[src/hdl/vector_unit_pkg.sv]
package vector_unit_pkg;

    // ------------------------------------------------------------------------
    // Widths with a meaning
    // ------------------------------------------------------------------------

    // One architectural register: operand, accumulator or result
    typedef logic [31:0] word_t;

    // All products of one multiply, packed as four 16-bit or two 32-bit lanes
    typedef logic [63:0] prod_t;

    // A single lane product for 8-bit and for 16-bit elements
    typedef logic [15:0] prod8_t;
    typedef logic [31:0] prod16_t;

    // Sum of two 32-bit terms plus the accumulator, one guard bit for Q31
    typedef logic [32:0] wide_sum_t;

    // Saturation limits of the fixed-point formats
    localparam word_t   Q31_MAX = 32'h7FFF_FFFF;
    localparam word_t   Q31_MIN = 32'h8000_0000;
    localparam logic [15:0] Q15_MAX = 16'h7FFF;
    localparam logic [15:0] Q15_MIN = 16'h8000;
    localparam logic [7:0]  Q7_MAX  = 8'h7F;
    localparam logic [7:0]  Q7_MIN  = 8'h80;

    // ------------------------------------------------------------------------
    // Control encodings
    // ------------------------------------------------------------------------

    // How a 32-bit operand is split into elements
    typedef enum logic {
        BIT8  = 1'b0,
        BIT16 = 1'b1
    } esize_t;

    // Micro-operations of the multiply-accumulate back end
    typedef enum logic [1:0] {
        VACC   = 2'b00,
        VSAT   = 2'b01,
        FAS    = 2'b10,
        FAS_RD = 2'b11
    } vacc_uops_t;

    // ------------------------------------------------------------------------
    // Stage payloads
    // ------------------------------------------------------------------------

    // Everything that leaves the multiplier stage, 99 bits
    typedef struct packed {
        prod_t      prod;
        word_t      acc;
        vacc_uops_t op;
        esize_t     esize;
    } vmul_out_t;

    // Result of one of the two parallel paths
    typedef struct packed {
        word_t result;
        logic  ovf;
    } path_res_t;

endpackage : vector_unit_pkg

[src/hdl/vector_multiplier.sv]
`timescale 1ns/1ps

module vector_multiplier (
    input  logic                          clk_i,
    input  logic                          clk_en_i,
    input  vector_unit_pkg::word_t        operand_a_i,
    input  vector_unit_pkg::word_t        operand_b_i,
    input  vector_unit_pkg::word_t        accumulator_i,
    input  vector_unit_pkg::vacc_uops_t   operation_i,
    input  vector_unit_pkg::esize_t       element_size_i,
    output vector_unit_pkg::vmul_out_t    mul_o
);

    import vector_unit_pkg::*;

    // Signed lane products for both element sizes
    logic signed [15:0] lane8 [4];
    logic signed [31:0] lane16 [2];

    // Packed products of the selected size
    prod_t products;

    // ------------------------------------------------------------------------
    // Lane multipliers
    // ------------------------------------------------------------------------

    always_comb begin
        // Both operands are signed, so the product is sign extended to the lane
        for (int i = 0; i < 4; i++) begin
            lane8[i] = $signed(operand_a_i[8*i +: 8]) * $signed(operand_b_i[8*i +: 8]);
        end

        // The 16-bit lanes reuse the same operand bits split in halves
        for (int i = 0; i < 2; i++) begin
            lane16[i] = $signed(operand_a_i[16*i +: 16]) * $signed(operand_b_i[16*i +: 16]);
        end
    end

    // Pack the lanes of the selected size into one 64-bit word
    always_comb begin
        products = '0;
        if (element_size_i == BIT16) begin
            for (int i = 0; i < 2; i++) begin
                products[32*i +: 32] = prod16_t'(lane16[i]);
            end
        end else begin
            for (int i = 0; i < 4; i++) begin
                products[16*i +: 16] = prod8_t'(lane8[i]);
            end
        end
    end

    // ------------------------------------------------------------------------
    // Stage register
    // ------------------------------------------------------------------------

    // Products travel with the accumulator and the control fields
    always_ff @(posedge clk_i) begin
        if (clk_en_i) begin
            mul_o.prod  <= products;
            mul_o.acc   <= accumulator_i;
            mul_o.op    <= operation_i;
            mul_o.esize <= element_size_i;
        end
    end

endmodule : vector_multiplier

[src/hdl/vector_reduce.sv]
`timescale 1ns/1ps

module vector_reduce (
    input  logic                          clk_i,
    input  logic                          clk_en_i,
    input  vector_unit_pkg::vmul_out_t    mul_i,
    output vector_unit_pkg::path_res_t    red_o
);

    import vector_unit_pkg::*;

    // Byte products seen as four 16-bit lanes
    prod8_t      p8 [4];
    // Halfword products seen as two 32-bit lanes
    prod16_t     p16 [2];

    logic [16:0] pair_sum [2];
    logic [17:0] dot8;
    word_t       vacc_res;

    wide_sum_t   acc_term;
    wide_sum_t   dot16;
    word_t       q31_res;
    logic        q31_ovf;

    path_res_t   red_d;

    always_comb begin
        for (int i = 0; i < 4; i++) begin
            p8[i] = mul_i.prod[16*i +: 16];
        end
        for (int i = 0; i < 2; i++) begin
            p16[i] = mul_i.prod[32*i +: 32];
        end
    end

    // ------------------------------------------------------------------------
    // 8-bit dot product, two-level adder tree
    // ------------------------------------------------------------------------

    // First level adds neighbouring lanes with one bit of growth
    assign pair_sum[0] = {p8[0][15], p8[0]} + {p8[1][15], p8[1]};
    assign pair_sum[1] = {p8[2][15], p8[2]} + {p8[3][15], p8[3]};

    assign dot8 = {pair_sum[0][16], pair_sum[0]} + {pair_sum[1][16], pair_sum[1]};

    // VACC wraps modulo 2^32 and never reports overflow
    assign vacc_res = mul_i.acc + {{14{dot8[17]}}, dot8};

    // ------------------------------------------------------------------------
    // 16-bit dot product with Q31 saturation
    // ------------------------------------------------------------------------

    // Only FAS_RD adds the destination register
    assign acc_term = (mul_i.op == FAS_RD) ? {mul_i.acc[31], mul_i.acc} : '0;

    assign dot16 = {p16[0][31], p16[0]} + {p16[1][31], p16[1]} + acc_term;

    always_comb begin
        // Guard bit and sign bit disagree when the sum left the Q31 range
        q31_ovf = dot16[32] ^ dot16[31];
        if (q31_ovf) begin
            q31_res = dot16[32] ? Q31_MIN : Q31_MAX;
        end else begin
            q31_res = dot16[31:0];
        end
    end

    // VSAT results of this path are dropped later by the result mux
    always_comb begin
        if (mul_i.op == VACC) begin
            red_d = '{result: vacc_res, ovf: 1'b0};
        end else begin
            red_d = '{result: q31_res, ovf: q31_ovf};
        end
    end

    always_ff @(posedge clk_i) begin
        if (clk_en_i) begin
            red_o <= red_d;
        end
    end

endmodule : vector_reduce

[src/hdl/vector_saturate.sv]
`timescale 1ns/1ps

module vector_saturate (
    input  logic                          clk_i,
    input  logic                          clk_en_i,
    input  vector_unit_pkg::vmul_out_t    mul_i,
    output vector_unit_pkg::path_res_t    sat_o
);

    import vector_unit_pkg::*;

    // Products after the arithmetic shift back to Q7 or Q15
    logic signed [15:0] sh8 [4];
    logic signed [31:0] sh16 [2];

    // One flag per lane that had to be clamped
    logic [3:0] clamp8;
    logic [1:0] clamp16;

    word_t      res8;
    word_t      res16;
    path_res_t  sat_d;

    // ------------------------------------------------------------------------
    // Q7 lanes
    // ------------------------------------------------------------------------

    always_comb begin
        for (int i = 0; i < 4; i++) begin
            sh8[i] = $signed(mul_i.prod[16*i +: 16]) >>> 7;

            // The value fits a byte only if every bit above bit 7 copies the sign
            clamp8[i] = (sh8[i][15:7] != {9{sh8[i][7]}});

            if (clamp8[i]) begin
                res8[8*i +: 8] = sh8[i][15] ? Q7_MIN : Q7_MAX;
            end else begin
                res8[8*i +: 8] = sh8[i][7:0];
            end
        end
    end

    // ------------------------------------------------------------------------
    // Q15 lanes
    // ------------------------------------------------------------------------

    always_comb begin
        for (int i = 0; i < 2; i++) begin
            sh16[i] = $signed(mul_i.prod[32*i +: 32]) >>> 15;

            // Only -32768 times -32768 can leave the Q15 range
            clamp16[i] = (sh16[i][31:15] != {17{sh16[i][15]}});

            if (clamp16[i]) begin
                res16[16*i +: 16] = sh16[i][31] ? Q15_MIN : Q15_MAX;
            end else begin
                res16[16*i +: 16] = sh16[i][15:0];
            end
        end
    end

    // The flag is the OR over every lane of the chosen size
    always_comb begin
        if (mul_i.esize == BIT16) begin
            sat_d = '{result: res16, ovf: |clamp16};
        end else begin
            sat_d = '{result: res8, ovf: |clamp8};
        end
    end

    always_ff @(posedge clk_i) begin
        if (clk_en_i) begin
            sat_o <= sat_d;
        end
    end

endmodule : vector_saturate

[src/hdl/vector_result_mux.sv]
`timescale 1ns/1ps

module vector_result_mux (
    input  logic                          clk_i,
    input  logic                          rst_n_i,
    input  logic                          clk_en_i,
    input  logic                          valid_i,
    input  logic                          clear_sat_i,
    input  vector_unit_pkg::vacc_uops_t   operation_i,
    input  vector_unit_pkg::path_res_t    red_i,
    input  vector_unit_pkg::path_res_t    sat_i,
    output vector_unit_pkg::word_t        result_o,
    output logic                          overflow_o,
    output logic                          sat_sticky_o
);

    import vector_unit_pkg::*;

    // ------------------------------------------------------------------------
    // Result select
    // ------------------------------------------------------------------------

    always_comb begin
        case (operation_i)
            // Per-lane fixed-point result
            VSAT: begin
                result_o   = sat_i.result;
                overflow_o = sat_i.ovf;
            end
            // Wrapping accumulate has no overflow by definition
            VACC: begin
                result_o   = red_i.result;
                overflow_o = 1'b0;
            end
            // FAS and FAS_RD report the Q31 clamp
            default: begin
                result_o   = red_i.result;
                overflow_o = red_i.ovf;
            end
        endcase
    end

    // ------------------------------------------------------------------------
    // Sticky saturation status
    // ------------------------------------------------------------------------

    // Clearing wins over a saturating output on the same edge
    always_ff @(posedge clk_i) begin
        if (!rst_n_i) begin
            sat_sticky_o <= 1'b0;
        end else if (clk_en_i) begin
            if (clear_sat_i) begin
                sat_sticky_o <= 1'b0;
            end else if (valid_i && overflow_o) begin
                sat_sticky_o <= 1'b1;
            end
        end
    end

endmodule : vector_result_mux

[src/hdl/vector_unit.sv]
`timescale 1ns/1ps

module vector_unit (
    input  logic                          clk_i,
    input  logic                          rst_n_i,
    input  vector_unit_pkg::word_t        operand_a_i,
    input  vector_unit_pkg::word_t        operand_b_i,
    input  vector_unit_pkg::word_t        accumulator_i,
    input  vector_unit_pkg::vacc_uops_t   operation_i,
    input  vector_unit_pkg::esize_t       element_size_i,
    input  logic                          data_valid_i,
    input  logic                          clk_en_i,
    input  logic                          clear_sat_i,
    output vector_unit_pkg::word_t        result_o,
    output logic                          overflow_o,
    output logic                          sat_sticky_o,
    output logic                          data_valid_o
);

    import vector_unit_pkg::*;

    vmul_out_t  mul;
    path_res_t  red;
    path_res_t  sat;

    // Operation copy that travels beside the two parallel paths
    vacc_uops_t op_q;

    // Valid strobe, one bit per pipeline stage
    logic [1:0] valid_q;

    vector_multiplier i_vector_multiplier (
        .clk_i          (clk_i),
        .clk_en_i       (clk_en_i),
        .operand_a_i    (operand_a_i),
        .operand_b_i    (operand_b_i),
        .accumulator_i  (accumulator_i),
        .operation_i    (operation_i),
        .element_size_i (element_size_i),
        .mul_o          (mul)
    );

    // Both paths consume the same multiplier stage in parallel
    vector_reduce i_vector_reduce (
        .clk_i    (clk_i),
        .clk_en_i (clk_en_i),
        .mul_i    (mul),
        .red_o    (red)
    );

    vector_saturate i_vector_saturate (
        .clk_i    (clk_i),
        .clk_en_i (clk_en_i),
        .mul_i    (mul),
        .sat_o    (sat)
    );

    always_ff @(posedge clk_i) begin
        if (clk_en_i) begin
            op_q <= mul.op;
        end
    end

    // The strobe only moves on enabled edges, like the datapath
    always_ff @(posedge clk_i) begin
        if (!rst_n_i) begin
            valid_q <= '0;
        end else if (clk_en_i) begin
            valid_q <= {valid_q[0], data_valid_i};
        end
    end

    assign data_valid_o = valid_q[1];

    vector_result_mux i_vector_result_mux (
        .clk_i        (clk_i),
        .rst_n_i      (rst_n_i),
        .clk_en_i     (clk_en_i),
        .valid_i      (valid_q[1]),
        .clear_sat_i  (clear_sat_i),
        .operation_i  (op_q),
        .red_i        (red),
        .sat_i        (sat),
        .result_o     (result_o),
        .overflow_o   (overflow_o),
        .sat_sticky_o (sat_sticky_o)
    );

endmodule : vector_unit

[config.mk]
export PLATFORM = sky130hd
export DESIGN_NAME = vector_unit
export DESIGN_NICKNAME = d
export VERILOG_FILES = /design/src/hdl/vector_unit_pkg.sv /design/src/hdl/vector_multiplier.sv /design/src/hdl/vector_reduce.sv /design/src/hdl/vector_saturate.sv /design/src/hdl/vector_result_mux.sv /design/src/hdl/vector_unit.sv
export SDC_FILE = /design/constraint.sdc
export NUM_CORES = 2
export LEC_CHECK = 0
export ABC_AREA = 1
export ABC_CLOCK_PERIOD_IN_PS = 5800
export BUFFER_PORTS_ARGS = -buffer_cell sky130_fd_sc_hd__buf_2
export CORE_AREA = 2 2 329 331
export DETAILED_ROUTE_END_ITERATION = 8
export DIE_AREA = 0 0 331 333
export GPL_TIMING_DRIVEN = 0
export PLACE_DENSITY = 0.56
export SYNTH_ARGS = -nofsm -noshare
export SYNTH_HDL_FRONTEND = slang
export SYNTH_SLANG_ARGS = --single-unit
export TNS_END_PERCENT = 1
[constraint.sdc]
create_clock -name clk_i -period 5.8 [get_ports clk_i]
set_input_delay 0.29 -clock clk_i [delete_from_list [all_inputs] [get_ports clk_i]]
set_output_delay 0.29 -clock clk_i [all_outputs]
set_load 0.1 [all_outputs]
After elaboration in Yosys (flattened, before gate mapping)
Index checks and enable logic that the tools add are counted.

Flip-flop bits (word level): 170. Input port bits: 104. Output and inout port bits: 35. Word-level logic and storage cells: 61.

Add/subtract/negate cells: 6. Multipliers: 6. Eq/ne operators: 8. Mux-type cells: 22. Bitwise gates (word level): 1. Reduce and logical (&&, ||, !) cells: 7.

Operator list (number): $mux W33 (3); $mux W32 (3); $mul A16 B16 Y32 (2); $mul A8 B8 Y16 (4); $mux W16 (4); $mux W64 (1); $mux W8 (8); $add A16 B16 Y17 (2); $add A32 B32 Y33 (1); $add A33 B33 Y33 (1); $add A32 B32 Y32 (1); $ne A16 B16 Y1 (2); $ne A8 B8 Y1 (4); $add A17 B17 Y18 (1); $logic_not A2 Y1 (2); $reduce_or A4 Y1 (1); $eq A2 B1 Y1 const B (1); $eq A2 B2 Y1 const B (1); $mux W1 (2); $pmux W1 S2 (1); $reduce_and A2 Y1 (1); $reduce_bool A2 Y1 (1); $reduce_or A2 Y1 (1); $logic_and A1 B1 Y1 (1); $xor A1 B1 Y1 (1).

Longest topological paths before layout
Word-level depth: 6. Depth in mapped cells: 29. Mapped depth without buffers: 29.

By module
From an unflattened synthesis, not the netlist that was laid out.

Cell total of the unflattened synthesis: 5679. Area total of the unflattened synthesis: 43460.4 um2.

By module, submodules not included: vector_multiplier (times used 1, cells each 4128, area an instance 32981.6 um2, seq. area each 2972.9 um2); vector_reduce (times used 1, cells each 1277, area an instance 8272.9 um2, seq. area each 991.0 um2); vector_saturate (times used 1, cells each 141, area an instance 1497.7 um2, seq. area each 991.0 um2); vector_result_mux (times used 1, cells each 119, area an instance 568.0 um2, seq. area each 20.0 um2); vector_unit (times used 1, cells each 14, area an instance 140.1 um2, seq. area each 100.1 um2).

Worst setup path before layout
OpenSTA, ideal clock, no wires.

Path kind: input port to flip-flop. Start point: in operand_b_i[21]. End point: reg i_vector_multiplier.mul_o[98] (netlist bit), data pin. Data arrival time: 5.490 ns. Required time: 5.546 ns. Setup slack: 0.056 ns. Stages: 21. Path through: clkbuf_1 clkbuf_1 nand2_1 fa_1 inv_1 fa_1 fa_1 fa_1 inv_1 fa_1 fa_1 inv_1 ha_1 inv_1 nor3_1 nand2_1 or2_2 nand3_1 nand3_1 nand3_1 nand2_1.

Word-level cells in the longest chain between the ends: 2.

RTL lines: start, declared (RTL line vector_unit.sv:7) `input vector_unit_pkg::word_t operand_b_i,`; $mul A16 B16 Y32 (RTL line vector_multiplier.sv:35) `lane16[i] = $signed(operand_a_i[16*i +: 16]) * $signed(operand_b_i[16*i +: 16]);`; $mux W64 (RTL line vector_multiplier.sv:42) `if (element_size_i == BIT16) begin`; named net i_vector_multiplier.products[63] (RTL line vector_multiplier.sv:21) `prod_t products;`; end, declared (RTL line vector_multiplier.sv:11) `output vector_unit_pkg::vmul_out_t mul_o`.

The timed path passes the listed nets, and every way through them passes these cells. A chain may end at the register's enable or synchronous reset.

Worst setup path in the final report
Start point: in operand_a_i[31]. End point: reg i_vector_multiplier.mul_o[98] (netlist bit), data pin.

Word-level cells in the longest chain between the ends: 2. Elaborated cells between the ends (all ways): 3. Those cells by class: mul (2); mux (1).

RTL lines: start, declared (RTL line vector_unit.sv:6) `input vector_unit_pkg::word_t operand_a_i,`; $mul A16 B16 Y32 or $mul A8 B8 Y16 (tied branches) (RTL line vector_multiplier.sv:35, vector_multiplier.sv:30); $mux W64 * (RTL line vector_multiplier.sv:42); named net i_vector_multiplier.products[63] (RTL line vector_multiplier.sv:21).

Mark *: on every way through the listed nets, which the timed path passes. The rest lies on a longest branch.

==> results by stage <==
Finish:
- The count of filler cells inserted in the layout is 11000.
- The leading cell type in the layout, fill and taps excluded is inv_1.
- Excluding fillers, the count of instances in the completed layout stands at between 6000 and 7000.
- The layout overhead on the synthesized area is 8.89%.
- In the layout the commonest cells are inv_1, nand2_1, fa_1.
- Of the cells placed in the final design, the portion with a size suffix greater than 1 is 0.0752.
- The count of nets after finishing is about 6700.

Clock network:
- The number of buffers created by CTS is 17.
- The TritonCTS clock tree is yes.
- The cell at the root of the clock tree is clkbuf_16.
- The clock latency at the later pin of the worst-skew pair is 0.49 ns.
- The clock-pin slew of the registers on the worst-case setup and hold paths is ~0.07 ns.
- The number of clock sinks is 170.
- Counting along the longest clock path gives a buffer depth of 2.
- The CTS H-tree depth is 4.

Floorplan:
- The initialized floorplan defines 120 standard-cell rows.
- The horizontal die dimension is 331 um.
- From bottom edge to top edge, the die measures about 330 um.
- The initial utilization of the core area, before any placement, comes to 0.397.
- The area of the die is between 100000 and 150000 um^2.
- The count of pins on the block boundary is 139.
- In this run the standard cell core region covers about 110000 um^2.

Routing:
- The number of remaining DRC errors is 0.
- The number of iterations in the first detailed-routing pass is 6.
- The wire length after detailed routing is 132000 um.
- After detailed routing, the number of vias per cell comes to just under 5.
- After detailed routing, the average wire length per cell comes to ~19 um.
- The count of nets left with antenna violations once routing finished came out at 0.
- After the first detailed-routing iteration, the DRC count stood at ~2200.
- For this block, the via count after detailed routing is between 30000 and 40000.

Setup path:
- The signal on the critical path passes through buf_2 -> buf_8 -> nand2_1 -> inv_2 -> fa_2 -> fa_2 -> fa_1 -> fa_1 -> fa_1 -> inv_1 -> fa_1 -> inv_1 -> ha_2 -> nand2_1 -> o21ai_1 -> a21oi_1 -> or2_2 -> nand3_1 -> nand3_1 -> nand3_1 -> nand2_1.
- For this run, the slowest stage of the critical path takes around 0.75 ns.
- The kind of capture point of the worst setup path is a register.
- The arrival time reported for the critical path endpoint is just under 6 ns.
- The kind of start point of the critical path is an input port.
- The worst register-to-register path begins at i_vector_multiplier.mul_o[52].
- In this design, the critical path's most frequently occurring cell is fa_1.
- The maximum fanout along the worst path is 10.
- The worst setup path is of the in -> reg kind.
- For the worst setup path, the data required time is about 6.0 ns.
- Tracing the worst setup path back leads to its startpoint at operand_a_i[31].
- On the critical path, the stage with the largest delay is an instance of fa_2.

Timing:
- Setup repair after global routing could not meet its margin everywhere.
- The clock tree skew after final layout is 0.0211 ns.
- Based on the critical path, the design can be clocked at up to 176 MHz.
- After layout, the minimum clock period comes to 5.67 ns.
- The final count of pins violating max slew is 0.
- The number of hold violations in the final report was 0.
- The share of the cycle needed by the critical path after routing is 0.977.
- The measured slew at the worst slew-check pin is roughly 1.2 ns.
- The worst relative slew slack is 0.222.
- Setup violations remaining at the end of the flow were counted as 0.

Yosys:
- The number of nets in the synthesized netlist is 6525.
- The cell area after technology mapping is between 40000 and 50000 um^2.
- The count of different cell masters after synthesis is 43.
- For this run, the number of Yosys warnings is 0.
- The part of the Yosys area used for sequential elements is 0.120.
- The synthesized area per cell is between 7 and 8 um^2.
- After technology mapping, the gate count stands at between 5000 and 6000.
- The number of synthesized register bits is 170.

Global route:
- The first-pass GRT wire length is around 210000 um.
- The total routing resource utilization after global routing is 0.245.
- The number of antenna violations at the first check in global routing is 3.
- After global routing the overflow that remains totals 0.
- The number of global-route vias before repair is about 35000.
- Entering global routing, the biggest net connects 92 pins.

Min path:
- The tightest min-delay check is of the in -> reg type.
- The startpoint identified for the worst hold timing path is data_valid_i.

Job:
- The max-cap check violation count is 0.

Run status:
- The flow ran to the end, and the final reports show no timing, DRC or antenna violations.

Placed design:
- Port buffering added slightly below 90 buffers.
- The number of placed instances with taps included is between 6000 and 7000.
- The final weighted congestion in routability-driven placement is ~0.94.
- The half-perimeter wire length after placement is about 120000 um.
[synthesized netlist by cell type, drive strengths merged]
master / number / area share
o211ai: 7 / 0.0012
and2: 3 / 0.00044
nand4: 41 / 0.0061
edfxtp: 167 / 0.12
xnor2: 38 / 0.0079
nand2: 1109 / 0.099
dfxtp: 3 / 0.0014
mux2: 32 / 0.0085
xor2: 60 / 0.012
nor3: 27 / 0.0032
o21bai: 23 / 0.0041
o31ai: 3 / 0.00053
nor2: 250 / 0.022
and3: 4 / 0.00059
clkinv: 1 / 0.000089
fa: 767 / 0.36
o22ai: 3 / 0.00044
nand2b: 2 / 0.00030
o2111ai: 3 / 0.00062
a21oi: 249 / 0.030
a21o: 15 / 0.0027
o21a: 7 / 0.0012
or2: 33 / 0.0049
buf: 12 / 0.0018
nor4: 6 / 0.00089
inv: 1471 / 0.13
nor3b: 3 / 0.00053
nand3b: 13 / 0.0023
nand3: 212 / 0.028
ha: 363 / 0.11
a31oi: 11 / 0.0016
a21boi: 6 / 0.0011
o21ai: 208 / 0.025
clkbuf: 139 / 0.012
[logic make-up (layout without fill, tap and decap cells)]
group                      after synthesis  count (layout)  synth area share
other                                    0               1                 0
AOI/OAI and AO/OA                      535             535            0.0679
adders and majority gates             1130            1130             0.470
and+or+nand+nor                       1703            1703             0.169
buffers and inverters                 1623            1785             0.145
DFF                                    170             170             0.120
muxes                                   32              32           0.00852
xor gates and xnor gates                98              98            0.0203
[area by class of cell]
class	count	area [um^2]	area share
Buffer	148	862	0.0187
Antenna cell	1	2.50	0.0000543
Multi-Input combinational cell	3498	31400	0.680
Inverter	1472	5530	0.120
Clock inverter	15	184	0.00399
Sequential cell	170	5070	0.110
Timing Repair Buffer	133	898	0.0195
Tap cell	1403	1760	0.0381
Clock buffer	17	425	0.00923
[state kept, by name, indices dropped and copies added, names as in the netlist]
signal,cells
i_vector_saturate.sat_o,33
valid_q,2
i_vector_multiplier.mul_o,99
i_vector_reduce.red_o,33
op_q,2
i_vector_result_mux.sat_sticky_o,1
[critical path, delay by kind of cell]
family / cells / cell delay, ns
fa+ha+maj: 7 / 3.73
simple gates: 7 / 0.94
buf+inv: 5 / 0.57
compound gates: 2 / 0.32
[per-layer routing]
| metal | share of wire | wire [um] | GRT usage | up-vias |
|---|---|---|---|---|
| li1 | - | - | - | 16200 |
| met1 | 0.44 | 57900 | 0.335 | 16700 |
| met2 | 0.48 | 63100 | 0.415 | 900 |
| met4 | 0.028 | 3730 | 0.0656 | 2 |
| met5 | 0.00014 | 18 | 0 | - |
| met3 | 0.051 | 6730 | 0.0234 | 146 |
[stage by stage]
step	hold slack (ns)	area, um^2	util	TNS (ns)	setup slack, ns
after floorplan	0.389	42300	-	0	0.0563
after CTS	0.00890	45700	0.429	-0.0708	-0.0425
final	0.0388	46100	0.432	0	0.134
after global routing	0.0306	46100	0.432	-0.256	-0.0773
after detailed placement	0.468	44600	0.418	-42.71	-1.43
after global placement	0.449	44500	0.418	-42.88	-1.48
[final timing paths]
check                                          end  slack (ns)  cells past startpoint
hold / removal                          valid_q[0]        0.04                      3
setup reg to reg         i_vector_reduce.red_o[32]        0.35                     24
hold reg to reg   i_vector_result_mux.sat_sticky_o        0.48                      2
setup / recovery     i_vector_multiplier.mul_o[98]        0.13                     21
[timing repair]
item	4_1_cts	5_1_grt
hold buffers	34	0
pin swaps	2	5
endpoints found under the setup margin	41	46
hold endpoints to repair	34	0
setup buffers	3	7
resized for setup	133	163
Power is not shown: default switching activity piles up to over one toggle a cycle in this logic, so the estimate is an artifact.
